**config.mk**
```make
export PLATFORM = sky130hd
export DESIGN_NAME = cache_top
export DESIGN_NICKNAME = d
export VERILOG_FILES = /design/src/rtl/cache_pkg.sv /design/src/rtl/cache_back_end.sv /design/src/rtl/cache_control.sv /design/src/rtl/cache_front_end.sv /design/src/rtl/cache_memory.sv /design/src/rtl/cache_top.sv
export SDC_FILE = /design/constraint.sdc
export NUM_CORES = 2
export LEC_CHECK = 0
export BUFFER_PORTS_ARGS = -buffer_cell sky130_fd_sc_hd__buf_2
export CAP_MARGIN = 20
export CORE_MARGIN = 2
export CORE_UTILIZATION = 67
export CTS_CLUSTER_SIZE = 14
export DETAILED_ROUTE_END_ITERATION = 10
export PLACE_DENSITY_LB_ADDON = 0.1
export SYNTH_ARGS = -nofsm -noshare
export SYNTH_HDL_FRONTEND = slang
export SYNTH_SLANG_ARGS = --single-unit
export TNS_END_PERCENT = 100
```
**constraint.sdc**
```tcl
create_clock -name clk -period 11.4 [get_ports clk]
set_input_delay 2.85 -clock clk [delete_from_list [all_inputs] [get_ports clk]]
set_output_delay 2.85 -clock clk [all_outputs]
set_load 0.02 [all_outputs]
```
**src/rtl/cache_pkg.sv**
```systemverilog
/*
 Direct-mapped write-through data cache
 Shared geometry, vector types and enums for all cache blocks
 */

package cache_pkg;

   // cpu side geometry, word addressed
   localparam int addr_w      = 12;
   localparam int data_w      = 32;
   localparam int nbytes      = 4;

   // address split is tag | index | word offset
   localparam int line_off_w  = 2;
   localparam int index_w     = 4;
   localparam int tag_w       = addr_w - index_w - line_off_w;
   localparam int line_addr_w = tag_w + index_w;

   // back end sizing
   localparam int wtb_depth   = 4;
   localparam int cmd_credits = 2;

   localparam int ctrl_addr_w = 3;

   typedef logic [addr_w-1:0]      word_addr_t;
   typedef logic [data_w-1:0]      data_t;
   typedef logic [nbytes-1:0]      strb_t;
   typedef logic [tag_w-1:0]       tag_t;
   typedef logic [index_w-1:0]     index_t;
   typedef logic [line_addr_w-1:0] line_addr_t;
   typedef logic [ctrl_addr_w-1:0] ctrl_addr_t;
   typedef logic [31:0]            cnt_t;

   // control block register map
   typedef enum logic [ctrl_addr_w-1:0] {
      read_hits      = 3'd0,
      read_misses    = 3'd1,
      write_hits     = 3'd2,
      write_misses   = 3'd3,
      status         = 3'd4,
      invalidate     = 3'd5,
      clear_counters = 3'd6
   } ctrl_reg_e;

   typedef enum logic [1:0] {
      idle,
      fetch,
      fill
   } refill_state_e;

   typedef enum logic {
      read_line  = 1'b0,
      write_word = 1'b1
   } mem_cmd_e;

endpackage

```
**src/rtl/cache_back_end.sv**
```systemverilog
/*
 Cache back end
 Write-through FIFO, command credits and line fetch toward the next-level memory
 */

`timescale 1ns/1ps

module cache_back_end (
   input  logic                  clk,
   input  logic                  rst_n,
   // cache memory side
   input  logic                  write_valid,
   input  cache_pkg::word_addr_t write_addr,
   input  cache_pkg::data_t      write_wdata,
   input  cache_pkg::strb_t      write_wstrb,
   output logic                  write_ready,
   input  logic                  fetch_valid,
   input  cache_pkg::line_addr_t fetch_addr,
   output logic                  fetch_ready,
   output logic                  fill_valid,
   output cache_pkg::data_t      fill_word,
   output logic [cache_pkg::line_off_w-1:0] fill_off,
   // buffer-empty chain
   input  logic                  wtb_empty_in,
   output logic                  wtb_empty,
   output logic                  wtb_empty_out,
   // memory side
   output logic                  mem_cmd_valid,
   output cache_pkg::mem_cmd_e   mem_cmd,
   output cache_pkg::word_addr_t mem_addr,
   output cache_pkg::data_t      mem_wdata,
   output cache_pkg::strb_t      mem_wstrb,
   input  logic                  credit_return,
   input  logic                  mem_rsp_valid,
   input  cache_pkg::data_t      mem_rsp_data
);

   typedef logic [$clog2(cache_pkg::wtb_depth)-1:0]     ptr_t;
   typedef logic [$clog2(cache_pkg::wtb_depth+1)-1:0]   count_t;
   typedef logic [$clog2(cache_pkg::cmd_credits+1)-1:0] credit_t;

   cache_pkg::word_addr_t fifo_addr [cache_pkg::wtb_depth];
   cache_pkg::data_t      fifo_data [cache_pkg::wtb_depth];
   cache_pkg::strb_t      fifo_strb [cache_pkg::wtb_depth];
   ptr_t                  wr_ptr_q;
   ptr_t                  rd_ptr_q;
   count_t                count_q;
   credit_t               credit_q;
   logic                  fetch_pend_q;
   cache_pkg::line_addr_t line_q;
   logic                  push;
   logic                  pop;
   logic                  has_write;

   assign has_write     = (count_q != '0);
   assign wtb_empty     = !has_write;
   assign wtb_empty_out = wtb_empty && wtb_empty_in;

   assign write_ready = (count_q != count_t'(cache_pkg::wtb_depth));
   assign push        = write_valid && write_ready;
   // a fetch waits for the buffer to drain so reads never pass writes
   assign fetch_ready = fetch_valid && wtb_empty && !fetch_pend_q;

   // buffered writes go out before a pending line fetch
   assign mem_cmd_valid = (credit_q != '0) && (has_write || fetch_pend_q);
   assign pop           = mem_cmd_valid && has_write;
   assign mem_cmd       = has_write ? cache_pkg::write_word : cache_pkg::read_line;
   assign mem_addr      = has_write ? fifo_addr[rd_ptr_q] : {line_q, 2'b00};
   assign mem_wdata     = fifo_data[rd_ptr_q];
   assign mem_wstrb     = has_write ? fifo_strb[rd_ptr_q] : '0;

   assign fill_valid = mem_rsp_valid;
   assign fill_word  = mem_rsp_data;

   always_ff @(posedge clk or negedge rst_n) begin
      if (!rst_n) begin
         wr_ptr_q     <= '0;
         rd_ptr_q     <= '0;
         count_q      <= '0;
         credit_q     <= credit_t'(cache_pkg::cmd_credits);
         fetch_pend_q <= 1'b0;
         fill_off     <= '0;
      end else begin
         if (push) wr_ptr_q <= wr_ptr_q + 1'b1;
         if (pop) rd_ptr_q <= rd_ptr_q + 1'b1;
         case ({push, pop})
            2'b10:   count_q <= count_q + 1'b1;
            2'b01:   count_q <= count_q - 1'b1;
            default: count_q <= count_q;
         endcase
         case ({mem_cmd_valid, credit_return})
            2'b10:   credit_q <= credit_q - 1'b1;
            2'b01:   credit_q <= credit_q + 1'b1;
            default: credit_q <= credit_q;
         endcase
         if (fetch_ready) begin
            fetch_pend_q <= 1'b1;
         end else if (mem_cmd_valid && !has_write) begin
            fetch_pend_q <= 1'b0;
         end
         // beats arrive in word order
         if (mem_rsp_valid) fill_off <= fill_off + 1'b1;
      end
   end

   always_ff @(posedge clk) begin
      if (push) begin
         fifo_addr[wr_ptr_q] <= write_addr;
         fifo_data[wr_ptr_q] <= write_wdata;
         fifo_strb[wr_ptr_q] <= write_wstrb;
      end
      if (fetch_ready) line_q <= fetch_addr;
   end

   // memory must not hand back more credits than it granted
   a_credit_bound: assert property (@(posedge clk) disable iff (!rst_n)
      credit_q <= credit_t'(cache_pkg::cmd_credits));

endmodule

```
**src/rtl/cache_control.sv**
```systemverilog
/*
 Cache control block
 Hit and miss counters, status register and invalidate command
 */

`timescale 1ns/1ps

module cache_control (
   input  logic                  clk,
   input  logic                  rst_n,
   input  logic                  ctrl_req,
   input  cache_pkg::ctrl_addr_t ctrl_addr,
   input  logic                  ctrl_write,
   output logic                  ctrl_ack,
   output cache_pkg::data_t      ctrl_rdata,
   // events from the cache memory
   input  logic                  read_hit,
   input  logic                  read_miss,
   input  logic                  write_hit,
   input  logic                  write_miss,
   input  logic                  wtb_empty,
   // invalidate chain
   input  logic                  invalidate_in,
   output logic                  invalidate_out
);

   cache_pkg::cnt_t     rd_hit_q;
   cache_pkg::cnt_t     rd_miss_q;
   cache_pkg::cnt_t     wr_hit_q;
   cache_pkg::cnt_t     wr_miss_q;
   cache_pkg::ctrl_reg_e reg_sel;
   logic                inv_q;
   logic                clear;

   assign reg_sel        = cache_pkg::ctrl_reg_e'(ctrl_addr);
   assign clear          = ctrl_req && ctrl_write && (reg_sel == cache_pkg::clear_counters);
   assign invalidate_out = inv_q || invalidate_in;

   always_ff @(posedge clk or negedge rst_n) begin
      if (!rst_n) begin
         ctrl_ack  <= 1'b0;
         inv_q     <= 1'b0;
         rd_hit_q  <= '0;
         rd_miss_q <= '0;
         wr_hit_q  <= '0;
         wr_miss_q <= '0;
      end else begin
         ctrl_ack <= ctrl_req;
         inv_q    <= ctrl_req && ctrl_write && (reg_sel == cache_pkg::invalidate);
         if (clear) begin
            rd_hit_q  <= '0;
            rd_miss_q <= '0;
            wr_hit_q  <= '0;
            wr_miss_q <= '0;
         end else begin
            rd_hit_q  <= rd_hit_q + cache_pkg::cnt_t'(read_hit);
            rd_miss_q <= rd_miss_q + cache_pkg::cnt_t'(read_miss);
            wr_hit_q  <= wr_hit_q + cache_pkg::cnt_t'(write_hit);
            wr_miss_q <= wr_miss_q + cache_pkg::cnt_t'(write_miss);
         end
      end
   end

   // read mux, registered for the one cycle ack
   always_ff @(posedge clk) begin
      if (ctrl_req) begin
         case (reg_sel)
            cache_pkg::read_hits:    ctrl_rdata <= rd_hit_q;
            cache_pkg::read_misses:  ctrl_rdata <= rd_miss_q;
            cache_pkg::write_hits:   ctrl_rdata <= wr_hit_q;
            cache_pkg::write_misses: ctrl_rdata <= wr_miss_q;
            cache_pkg::status:       ctrl_rdata <= {31'b0, wtb_empty};
            default:                 ctrl_rdata <= '0;
         endcase
      end
   end

endmodule

```
**src/rtl/cache_front_end.sv**
```systemverilog
/*
 Cache front end
 Registers a CPU request and routes it to the cache memory or the control block
 */

`timescale 1ns/1ps

module cache_front_end (
   input  logic                  clk,
   input  logic                  rst_n,
   // cpu side
   input  logic                  req,
   input  logic                  ctrl_sel,
   input  cache_pkg::word_addr_t addr,
   input  cache_pkg::data_t      wdata,
   input  cache_pkg::strb_t      wstrb,
   output logic                  ack,
   output cache_pkg::data_t      rdata,
   // internal targets
   output logic                  data_req,
   output logic                  ctrl_req,
   output cache_pkg::word_addr_t addr_reg,
   output cache_pkg::data_t      wdata_reg,
   output cache_pkg::strb_t      wstrb_reg,
   input  logic                  data_ack,
   input  cache_pkg::data_t      data_rdata,
   input  logic                  ctrl_ack,
   input  cache_pkg::data_t      ctrl_rdata
);

   logic busy_q;
   logic accept;

   // req is still high during the ack cycle, so skip it there
   assign accept = req && !busy_q && !ack;

   always_ff @(posedge clk or negedge rst_n) begin
      if (!rst_n) begin
         busy_q   <= 1'b0;
         data_req <= 1'b0;
         ctrl_req <= 1'b0;
         ack      <= 1'b0;
      end else begin
         data_req <= accept && !ctrl_sel;
         ctrl_req <= accept && ctrl_sel;
         ack      <= busy_q && (data_ack || ctrl_ack);
         if (accept) begin
            busy_q <= 1'b1;
         end else if (data_ack || ctrl_ack) begin
            busy_q <= 1'b0;
         end
      end
   end

   always_ff @(posedge clk) begin
      if (accept) begin
         addr_reg  <= addr;
         wdata_reg <= wdata;
         wstrb_reg <= wstrb;
      end
      if (ctrl_ack) begin
         rdata <= ctrl_rdata;
      end else if (data_ack) begin
         rdata <= data_rdata;
      end
   end

   // only one target may answer a request
   a_single_ack: assert property (@(posedge clk) disable iff (!rst_n)
      !(data_ack && ctrl_ack));

endmodule

```
**src/rtl/cache_memory.sv**
```systemverilog
/*
 Cache memory
 Tag, valid and data arrays of the direct-mapped cache, hit detection,
 line refill on a read miss and byte merge on a write hit
 */

`timescale 1ns/1ps

module cache_memory (
   input  logic                  clk,
   input  logic                  rst_n,
   // front end
   input  logic                  data_req,
   input  cache_pkg::word_addr_t addr_reg,
   input  cache_pkg::data_t      wdata_reg,
   input  cache_pkg::strb_t      wstrb_reg,
   output logic                  data_ack,
   output cache_pkg::data_t      data_rdata,
   // write channel
   output logic                  write_valid,
   output cache_pkg::word_addr_t write_addr,
   output cache_pkg::data_t      write_wdata,
   output cache_pkg::strb_t      write_wstrb,
   input  logic                  write_ready,
   // line fetch
   output logic                  fetch_valid,
   output cache_pkg::line_addr_t fetch_addr,
   input  logic                  fetch_ready,
   input  logic                  fill_valid,
   input  cache_pkg::data_t      fill_word,
   input  logic [cache_pkg::line_off_w-1:0] fill_off,
   // control
   input  logic                  invalidate_out,
   output logic                  read_hit,
   output logic                  read_miss,
   output logic                  write_hit,
   output logic                  write_miss
);

   localparam int nlines = 2 ** cache_pkg::index_w;
   localparam int nwords = 2 ** (cache_pkg::index_w + cache_pkg::line_off_w);

   cache_pkg::tag_t          tag_q [nlines];
   logic [nlines-1:0]        valid_q;
   cache_pkg::data_t         line_mem [nwords];

   cache_pkg::refill_state_e state_q;
   cache_pkg::data_t         rd_q;
   logic                     rd_ack_q;
   logic                     write_valid_q;

   cache_pkg::tag_t          tag;
   cache_pkg::index_t        idx;
   logic [cache_pkg::line_off_w-1:0] off;
   logic                     is_write;
   logic                     hit;
   logic                     fill_last;

   assign {tag, idx, off} = addr_reg;
   assign is_write  = |wstrb_reg;
   assign hit       = valid_q[idx] && (tag_q[idx] == tag);
   assign fill_last = fill_valid && (&fill_off);

   // one pulse per access, taken while data_req is high
   assign read_hit   = data_req && !is_write && hit;
   assign read_miss  = data_req && !is_write && !hit;
   assign write_hit  = data_req && is_write && hit;
   assign write_miss = data_req && is_write && !hit;

   // every write goes through to the back end
   assign write_valid = write_valid_q;
   assign write_addr  = addr_reg;
   assign write_wdata = wdata_reg;
   assign write_wstrb = wstrb_reg;

   assign fetch_valid = (state_q == cache_pkg::fetch);
   assign fetch_addr  = {tag, idx};

   assign data_ack   = rd_ack_q || (write_valid_q && write_ready);
   assign data_rdata = rd_q;

   always_ff @(posedge clk or negedge rst_n) begin
      if (!rst_n) begin
         state_q       <= cache_pkg::idle;
         rd_ack_q      <= 1'b0;
         write_valid_q <= 1'b0;
         valid_q       <= '0;
      end else begin
         rd_ack_q <= read_hit || fill_last;
         if (data_req && is_write) begin
            write_valid_q <= 1'b1;
         end else if (write_ready) begin
            write_valid_q <= 1'b0;
         end
         case (state_q)
            cache_pkg::idle: begin
               if (read_miss) state_q <= cache_pkg::fetch;
            end
            cache_pkg::fetch: begin
               if (fetch_ready) state_q <= cache_pkg::fill;
            end
            default: begin
               if (fill_last) begin
                  state_q      <= cache_pkg::idle;
                  valid_q[idx] <= 1'b1;
               end
            end
         endcase
         // invalidate wins over a line completing in the same cycle
         if (invalidate_out) valid_q <= '0;
      end
   end

   always_ff @(posedge clk) begin
      if (fill_valid) begin
         line_mem[{idx, fill_off}] <= fill_word;
      end else if (write_hit) begin
         for (int b = 0; b < cache_pkg::nbytes; b++) begin
            if (wstrb_reg[b]) line_mem[{idx, off}][8*b +: 8] <= wdata_reg[8*b +: 8];
         end
      end
      if (fill_last) tag_q[idx] <= tag;
      // requested word is caught as it streams in
      if (data_req) begin
         rd_q <= line_mem[{idx, off}];
      end else if (fill_valid && (fill_off == off)) begin
         rd_q <= fill_word;
      end
   end

   // refill beats from the back end only after a fetch was accepted
   a_fill_in_fill: assert property (@(posedge clk) disable iff (!rst_n)
      fill_valid |-> state_q == cache_pkg::fill);

endmodule

```
**src/rtl/cache_top.sv**
```systemverilog
/*
 Write-through data cache subsystem
 Front end, cache memory, back end and control block with the
 invalidate and buffer-empty chain for cascading caches
 */

`timescale 1ns/1ps

module cache_top (
   input  logic                  clk,
   input  logic                  rst_n,
   // cpu port
   input  logic                  req,
   input  logic                  ctrl_sel,
   input  cache_pkg::word_addr_t addr,
   input  cache_pkg::data_t      wdata,
   input  cache_pkg::strb_t      wstrb,
   output logic                  ack,
   output cache_pkg::data_t      rdata,
   // chain
   input  logic                  invalidate_in,
   output logic                  invalidate_out,
   input  logic                  wtb_empty_in,
   output logic                  wtb_empty_out,
   // next-level memory
   output logic                  mem_cmd_valid,
   output cache_pkg::mem_cmd_e   mem_cmd,
   output cache_pkg::word_addr_t mem_addr,
   output cache_pkg::data_t      mem_wdata,
   output cache_pkg::strb_t      mem_wstrb,
   input  logic                  credit_return,
   input  logic                  mem_rsp_valid,
   input  cache_pkg::data_t      mem_rsp_data
);

   logic                  data_req, data_ack, ctrl_req, ctrl_ack, ctrl_write;
   cache_pkg::word_addr_t addr_reg, write_addr;
   cache_pkg::data_t      wdata_reg, data_rdata, ctrl_rdata, write_wdata, fill_word;
   cache_pkg::strb_t      wstrb_reg, write_wstrb;
   logic                  write_valid, write_ready, fetch_valid, fetch_ready, fill_valid;
   cache_pkg::line_addr_t fetch_addr;
   logic [cache_pkg::line_off_w-1:0] fill_off;
   logic                  read_hit, read_miss, write_hit, write_miss, wtb_empty;

   assign ctrl_write = |wstrb_reg;

   cache_front_end front_end (
      .clk, .rst_n, .req, .ctrl_sel, .addr, .wdata, .wstrb, .ack, .rdata,
      .data_req, .ctrl_req, .addr_reg, .wdata_reg, .wstrb_reg,
      .data_ack, .data_rdata, .ctrl_ack, .ctrl_rdata
   );

   cache_memory memory (
      .clk, .rst_n, .data_req, .addr_reg, .wdata_reg, .wstrb_reg, .data_ack, .data_rdata,
      .write_valid, .write_addr, .write_wdata, .write_wstrb, .write_ready,
      .fetch_valid, .fetch_addr, .fetch_ready, .fill_valid, .fill_word, .fill_off,
      .invalidate_out, .read_hit, .read_miss, .write_hit, .write_miss
   );

   cache_back_end back_end (
      .clk, .rst_n, .write_valid, .write_addr, .write_wdata, .write_wstrb, .write_ready,
      .fetch_valid, .fetch_addr, .fetch_ready, .fill_valid, .fill_word, .fill_off,
      .wtb_empty_in, .wtb_empty, .wtb_empty_out,
      .mem_cmd_valid, .mem_cmd, .mem_addr, .mem_wdata, .mem_wstrb,
      .credit_return, .mem_rsp_valid, .mem_rsp_data
   );

   // register address is the low bits of the word address
   cache_control control (
      .clk, .rst_n, .ctrl_req,
      .ctrl_addr  (addr_reg[cache_pkg::ctrl_addr_w-1:0]),
      .ctrl_write, .ctrl_ack, .ctrl_rdata,
      .read_hit, .read_miss, .write_hit, .write_miss, .wtb_empty,
      .invalidate_in, .invalidate_out
   );

endmodule

```
# == Yosys cells after proc, flatten, opt, wreduce, memory -nomap -nowiden ==
# Memories as Yosys holds them, arrays and structs flattened. A register that Yosys moved wholly into a read port is not among the register bits.
# Cells that the tools add are included.
# word_totals
input_bits,88
output_inout_bits,85
wordCells,177
ff_bits,320
n_memories,5
mem_bits_ro,0
mem_bits_rw,2336
latchBits,0
# op_classes
n_shift,0
n_mux,58
reduce_logical,56
n_lt_le_gt_ge,2
n_addsub,11
n_bitwise,1
multipliers,0
n_eq_ne,17
div,0
# mem_list
memory,words,width,rd,rd_clocked_by_memory_dff,write_ports,line,text
memory.line_mem,64,32,1,1,1,cache_memory.sv:45,cache_pkg::data_t line_mem [nwords];
back_end.fifo_data,4,32,1,0,1,cache_back_end.sv:43,cache_pkg::data_t fifo_data [cache_pkg::wtb_depth];
memory.tag_q,16,6,1,1,1,cache_memory.sv:43,cache_pkg::tag_t tag_q [nlines];
back_end.fifo_addr,4,12,1,0,1,cache_back_end.sv:42,cache_pkg::word_addr_t fifo_addr [cache_pkg::wtb_depth];
back_end.fifo_strb,4,4,1,0,1,cache_back_end.sv:44,cache_pkg::strb_t fifo_strb [cache_pkg::wtb_depth];
# op_table
operator,count
$mux W32,9
$pmux W32 S5,1
$add A32 B1 Y32,4
$mux W16,3
$reduce_or A32 Y1,1
$mux W1,31
$logic_and A1 B1 Y1,25
$reduce_bool A2 Y1,9
$or A16 B16 Y16,1
$mux W12,1
$mux W4,3
$mux W6,2
$eq A3 B3 Y1 const B,3
$add A2 B1 Y2 const B,4
$pmux W2 S2,2
$logic_not A1 Y1,7
$eq A2 B1 Y1 const B,3
$eq A3 B2 Y1 const B,2
$eq A6 B6 Y1,1
$mux W2,3
$pmux W3 S2,1
$reduce_bool A3 Y1,2
$logic_or A1 B1 Y1,5
$lt A4 B5 Y1 const B,1
18 further kinds,21

# == Depth between registers and ports, before layout ==
# logic_depth
depth_word,9
depth_mapped,20
depth_no_buf,16

# == Cells and area by module ==
# From an unflattened synthesis, not the netlist that was laid out.
# hier_totals
hier_cells,5343
area_unflattened_um2,107220.3
# by_module_without_submodules
module,n_inst,cells_per_inst,seq_area_each_um2,area_each_um2
cache_memory,1,4063,65843.1,87801.7
cache_back_end,1,393,6367.4,8287.9
cache_control,1,759,4214.0,8030.2
cache_front_end,1,127,2502.4,3093.0
cache_top,1,1,0.0,7.5

# == Worst setup path after synthesis ==
# Ideal clock, no wire load.
# synth_path
path_kind,input to output
from,in invalidate_in
to,out invalidate_out
n_path_buf,2
setup_slack_ps,4988
arrival_time_ps,3562
path_stages,3
required_ps,8550
cell_sequence,or2_2 clkbuf_1 clkbuf_1
# synth_between
elab_chain_cells,1
# synth_lines
item,line,text
"start, declared",cache_top.sv:21,"input logic invalidate_in,"
$logic_or A1 B1 Y1,cache_control.sv:37,assign invalidate_out = inv_q || invalidate_in;
"end, declared",cache_top.sv:22,"output logic invalidate_out,"
# No other way between the ends.

# == Worst setup path in the final report ==
# Same ends and word-level chain as after synthesis.

==> qor.csv <==
metric;value;unit
clk_lat worst skew;0.91;ns
placed wire-length estimate;146000;um
Setup CP Type;primary input to output pin;
first-pass GRT wire length;368000;um
Leak;37.9;nW
area post-placement;109000;um2
# clock sinks;2662;
vias post-DR;52382;
post-synthesis cell type count;57;
met1 wire length;94100;um
Least-Margin Pin Slew;1.14;ns
io pins;173;
Hold Path Depth;2;
syn nets;5039;
Die Y;402;um
dominant register cell in the synthesized netlist;edfxtp_1;
placed instance count;6984;
H-tree depth;5;
maximum clock rate;154;MHz
number of synthesized flops with an enable pin;2490;
RSZ-0062 raised after global routing;false;
Hold Vio Cnt, Final;0;
number of synthesis warnings;0;
Setup Skew;0.0417;ns
Setup crit end kind;output pin;
Power Total;25.6;mW
met3 WL;27200;um
startpoint types;primary input;
Crit. Startpoint;invalidate_in;
critical path's most frequent cell;buf_2;
worst path cell trace;buf_2 -> or2_2 -> buf_2;
crit path DAT;3.64;ns
Die ar.;162000;um2
largest cells by area after synthesis;edfxtp_1 70%, mux4_2 16%, dfrtp_1 3.9%, a211oi_2 2.1%, mux2_2 1.1%;
Vias/cell;6.97;
Area Overhead vs Synth;11.1;%
min-delay src;memory.valid_q[2];
biggest regs;memory.line_mem: 2048 flops, back_end.fifo_data: 128 flops, memory.tag_q: 96 flops;
Slew HR;24.1;%
post-route cell area;118000;um2
clock slew at reported path FFs;0.06;ns
CTS tree;done;
Synth async-reset ratio;6.24;%
Hold/Removal Path Class;flip-flop to flip-flop;
Max Slew Vio Count;0;
fin cells;7512;
post-synth top area cell;edfxtp_1;
nets@finish;5350;
GRT Util Overall;31.7;%
DR pass1 iterations;5;
Site Rows;146;
Max-Cap Viols;0;
Clock Tree Buf Depth;4;
Crit path largest cell delay;0.45;ns
final core occ;74.8;%
routability congestion estimate;0.839;
share of the synthesized area in the top cell type;70.4;%
Crit-path slowest cell;or2_2;
DR WL/cell;33.5;um
Peak VDD IR;200;uV
syn_area_per_cell;21.5;um2
initial antenna violation count;13;
CTS Hold Bufs;0;
core area;158000;um2
CTS buffer count;278;
Fin Setup TNS;0;ns
WL final;252000;um
CP required;8.55;ns
worst r2r path cells;9;
layout cells sized above 1;33.1;%
effective utilization at floorplan;67.3;%
Yosys reg bits;2662;
PwrDens;217;nW/um2
number of global-route vias before repair;52770;
CP Max Fanout;17;
Overflow after GRT;0;
DRC;0;
number of flip-flops in the largest register;2048;
final setup violating endpoints;0;
Seq/Total Area, Yosys;74.4;%
Root Buffer;clkbuf_16;
post-CTS setup buffer count;0;
post-cts resize count;0;
Tmin final;6.49;ns
status;finished, final reports clean;
uppermost layer routed;met5;
largest net degree at the start of global routing;146;
initial drt markers;7531;
PortBufs;172;
Die W;402;um
period utilization;56.9;%
Post-Syn Area;106000;um2
Routed Antenna Nets;0;
Synth Instances;4935;
Reg with most FFs;memory.line_mem;
met2 WL;122000;um
-- per-stage QoR --
step / setup WS [ns] / hold WS [ns]
after CTS: 4.91 / 0.498
after global routing: 4.88 / 0.523
after global placement: 4.84 / 0.474
final: 4.91 / 0.498
after floorplan: 4.99 / 0.457
after detailed placement: 4.83 / 0.484
-- path summary, 6_finish.rpt --
kind / slack [ns] / endpoint
max in group asynchronous: 7.66 / back_end.rd_ptr_q[0]
max reg2reg: 5.30 / memory.line_mem[4][10]
max: 4.91 / invalidate_out
min reg2reg: 0.50 / memory.valid_q[2]
min: 0.50 / memory.valid_q[2]
min in group asynchronous: 2.04 / control.wr_miss_q[29]
-- layout by cell type (no fill, tap or decap), types with 57 or more instances in the layout --
master	n
mux2_2	107
nand2_1	130
mux4_2	744
a22oi_1	62
nand3_1	57
xnor2_1	58
a211oi_2	182
a211oi_1	74
xor2_1	76
nor2_1	190
edfxtp_1	2490
dfrtp_1	162
buf_4	120
clkbuf_16	282
buf_2	221
-- cell families (layout without fill, tap and decap cells) --
| family | after synthesis | in the layout | share of synthesized area [%] |
|---|---|---|---|
| mux | 873 | 873 | 17.1 |
| xor+xnor | 134 | 134 | 1.10 |
| compound gates | 375 | 375 | 3.44 |
| flops | 2662 | 2662 | 74.4 |
| fa+ha+maj | 16 | 16 | 0.196 |
| other cells | 0 | 7 | 0 |
| buf+inv | 349 | 847 | 1.45 |
| simple gates | 526 | 526 | 2.28 |
-- critical path: cells and delay by family --
family / cells / cell delay [ns]
simple gates: 1 / 0.45
buf+inv: 2 / 0.33
-- cell usage after synthesis (2+ instances only) --
cell type  count
mux4_2       744
a22oi_1       62
a211oi_1      76
nor2_1       194
inv_1         21
a211oi_2     180
nand3b_1       2
and4_1         6
nor3_1        19
nand3_1       57
o22ai_1        3
or2_2          5
o21ai_0       14
ha_1          15
mux2i_1       22
or3_1         12
clkbuf_1     201
buf_1         59
edfxtp_1    2490
dfrtp_1      165
a21oi_1       22
nand2_1      131
nor4_1         5
buf_6         23
buf_2         41
nand4_1       24
mux2_2       107
dfxtp_1        6
nor3b_1        2
nand2b_1       9
o21ai_2        3
buf_4          3
o211ai_2       2
nor2b_1       20
xnor2_1       58
a31oi_1        3
xor2_1        76
and3_1        19
and2_1        15
a22o_1         2
-- area by class of cell --
cell class | instances | area (um2)
Clock inverter | 125 | 907
Timing Repair Buffer | 358 | 2240
Antenna cell | 7 | 17.5
Inverter | 22 | 82.6
Sequential cell | 2662 | 79100
Fill cell | 8470 | 39800
Clock buffer | 342 | 7360
Multi-Input combinational cell | 1924 | 25800
Tap cell | 2072 | 2590
-- metal layers --
metal / track usage [%] / up-vias
met5: 0 / -
met4: 10.2 / 12
met3: 7.09 / 504
met2: 49.5 / 3131
met1: 45.9 / 27511
li1: - / 21224
-- power breakdown --
group / switching, mW / internal, mW
Combinational: 3.22 / 2.35
Clock: 3.56 / 4.82
Sequential: 0.414 / 11.2
(Power assumes the default switching activity.)
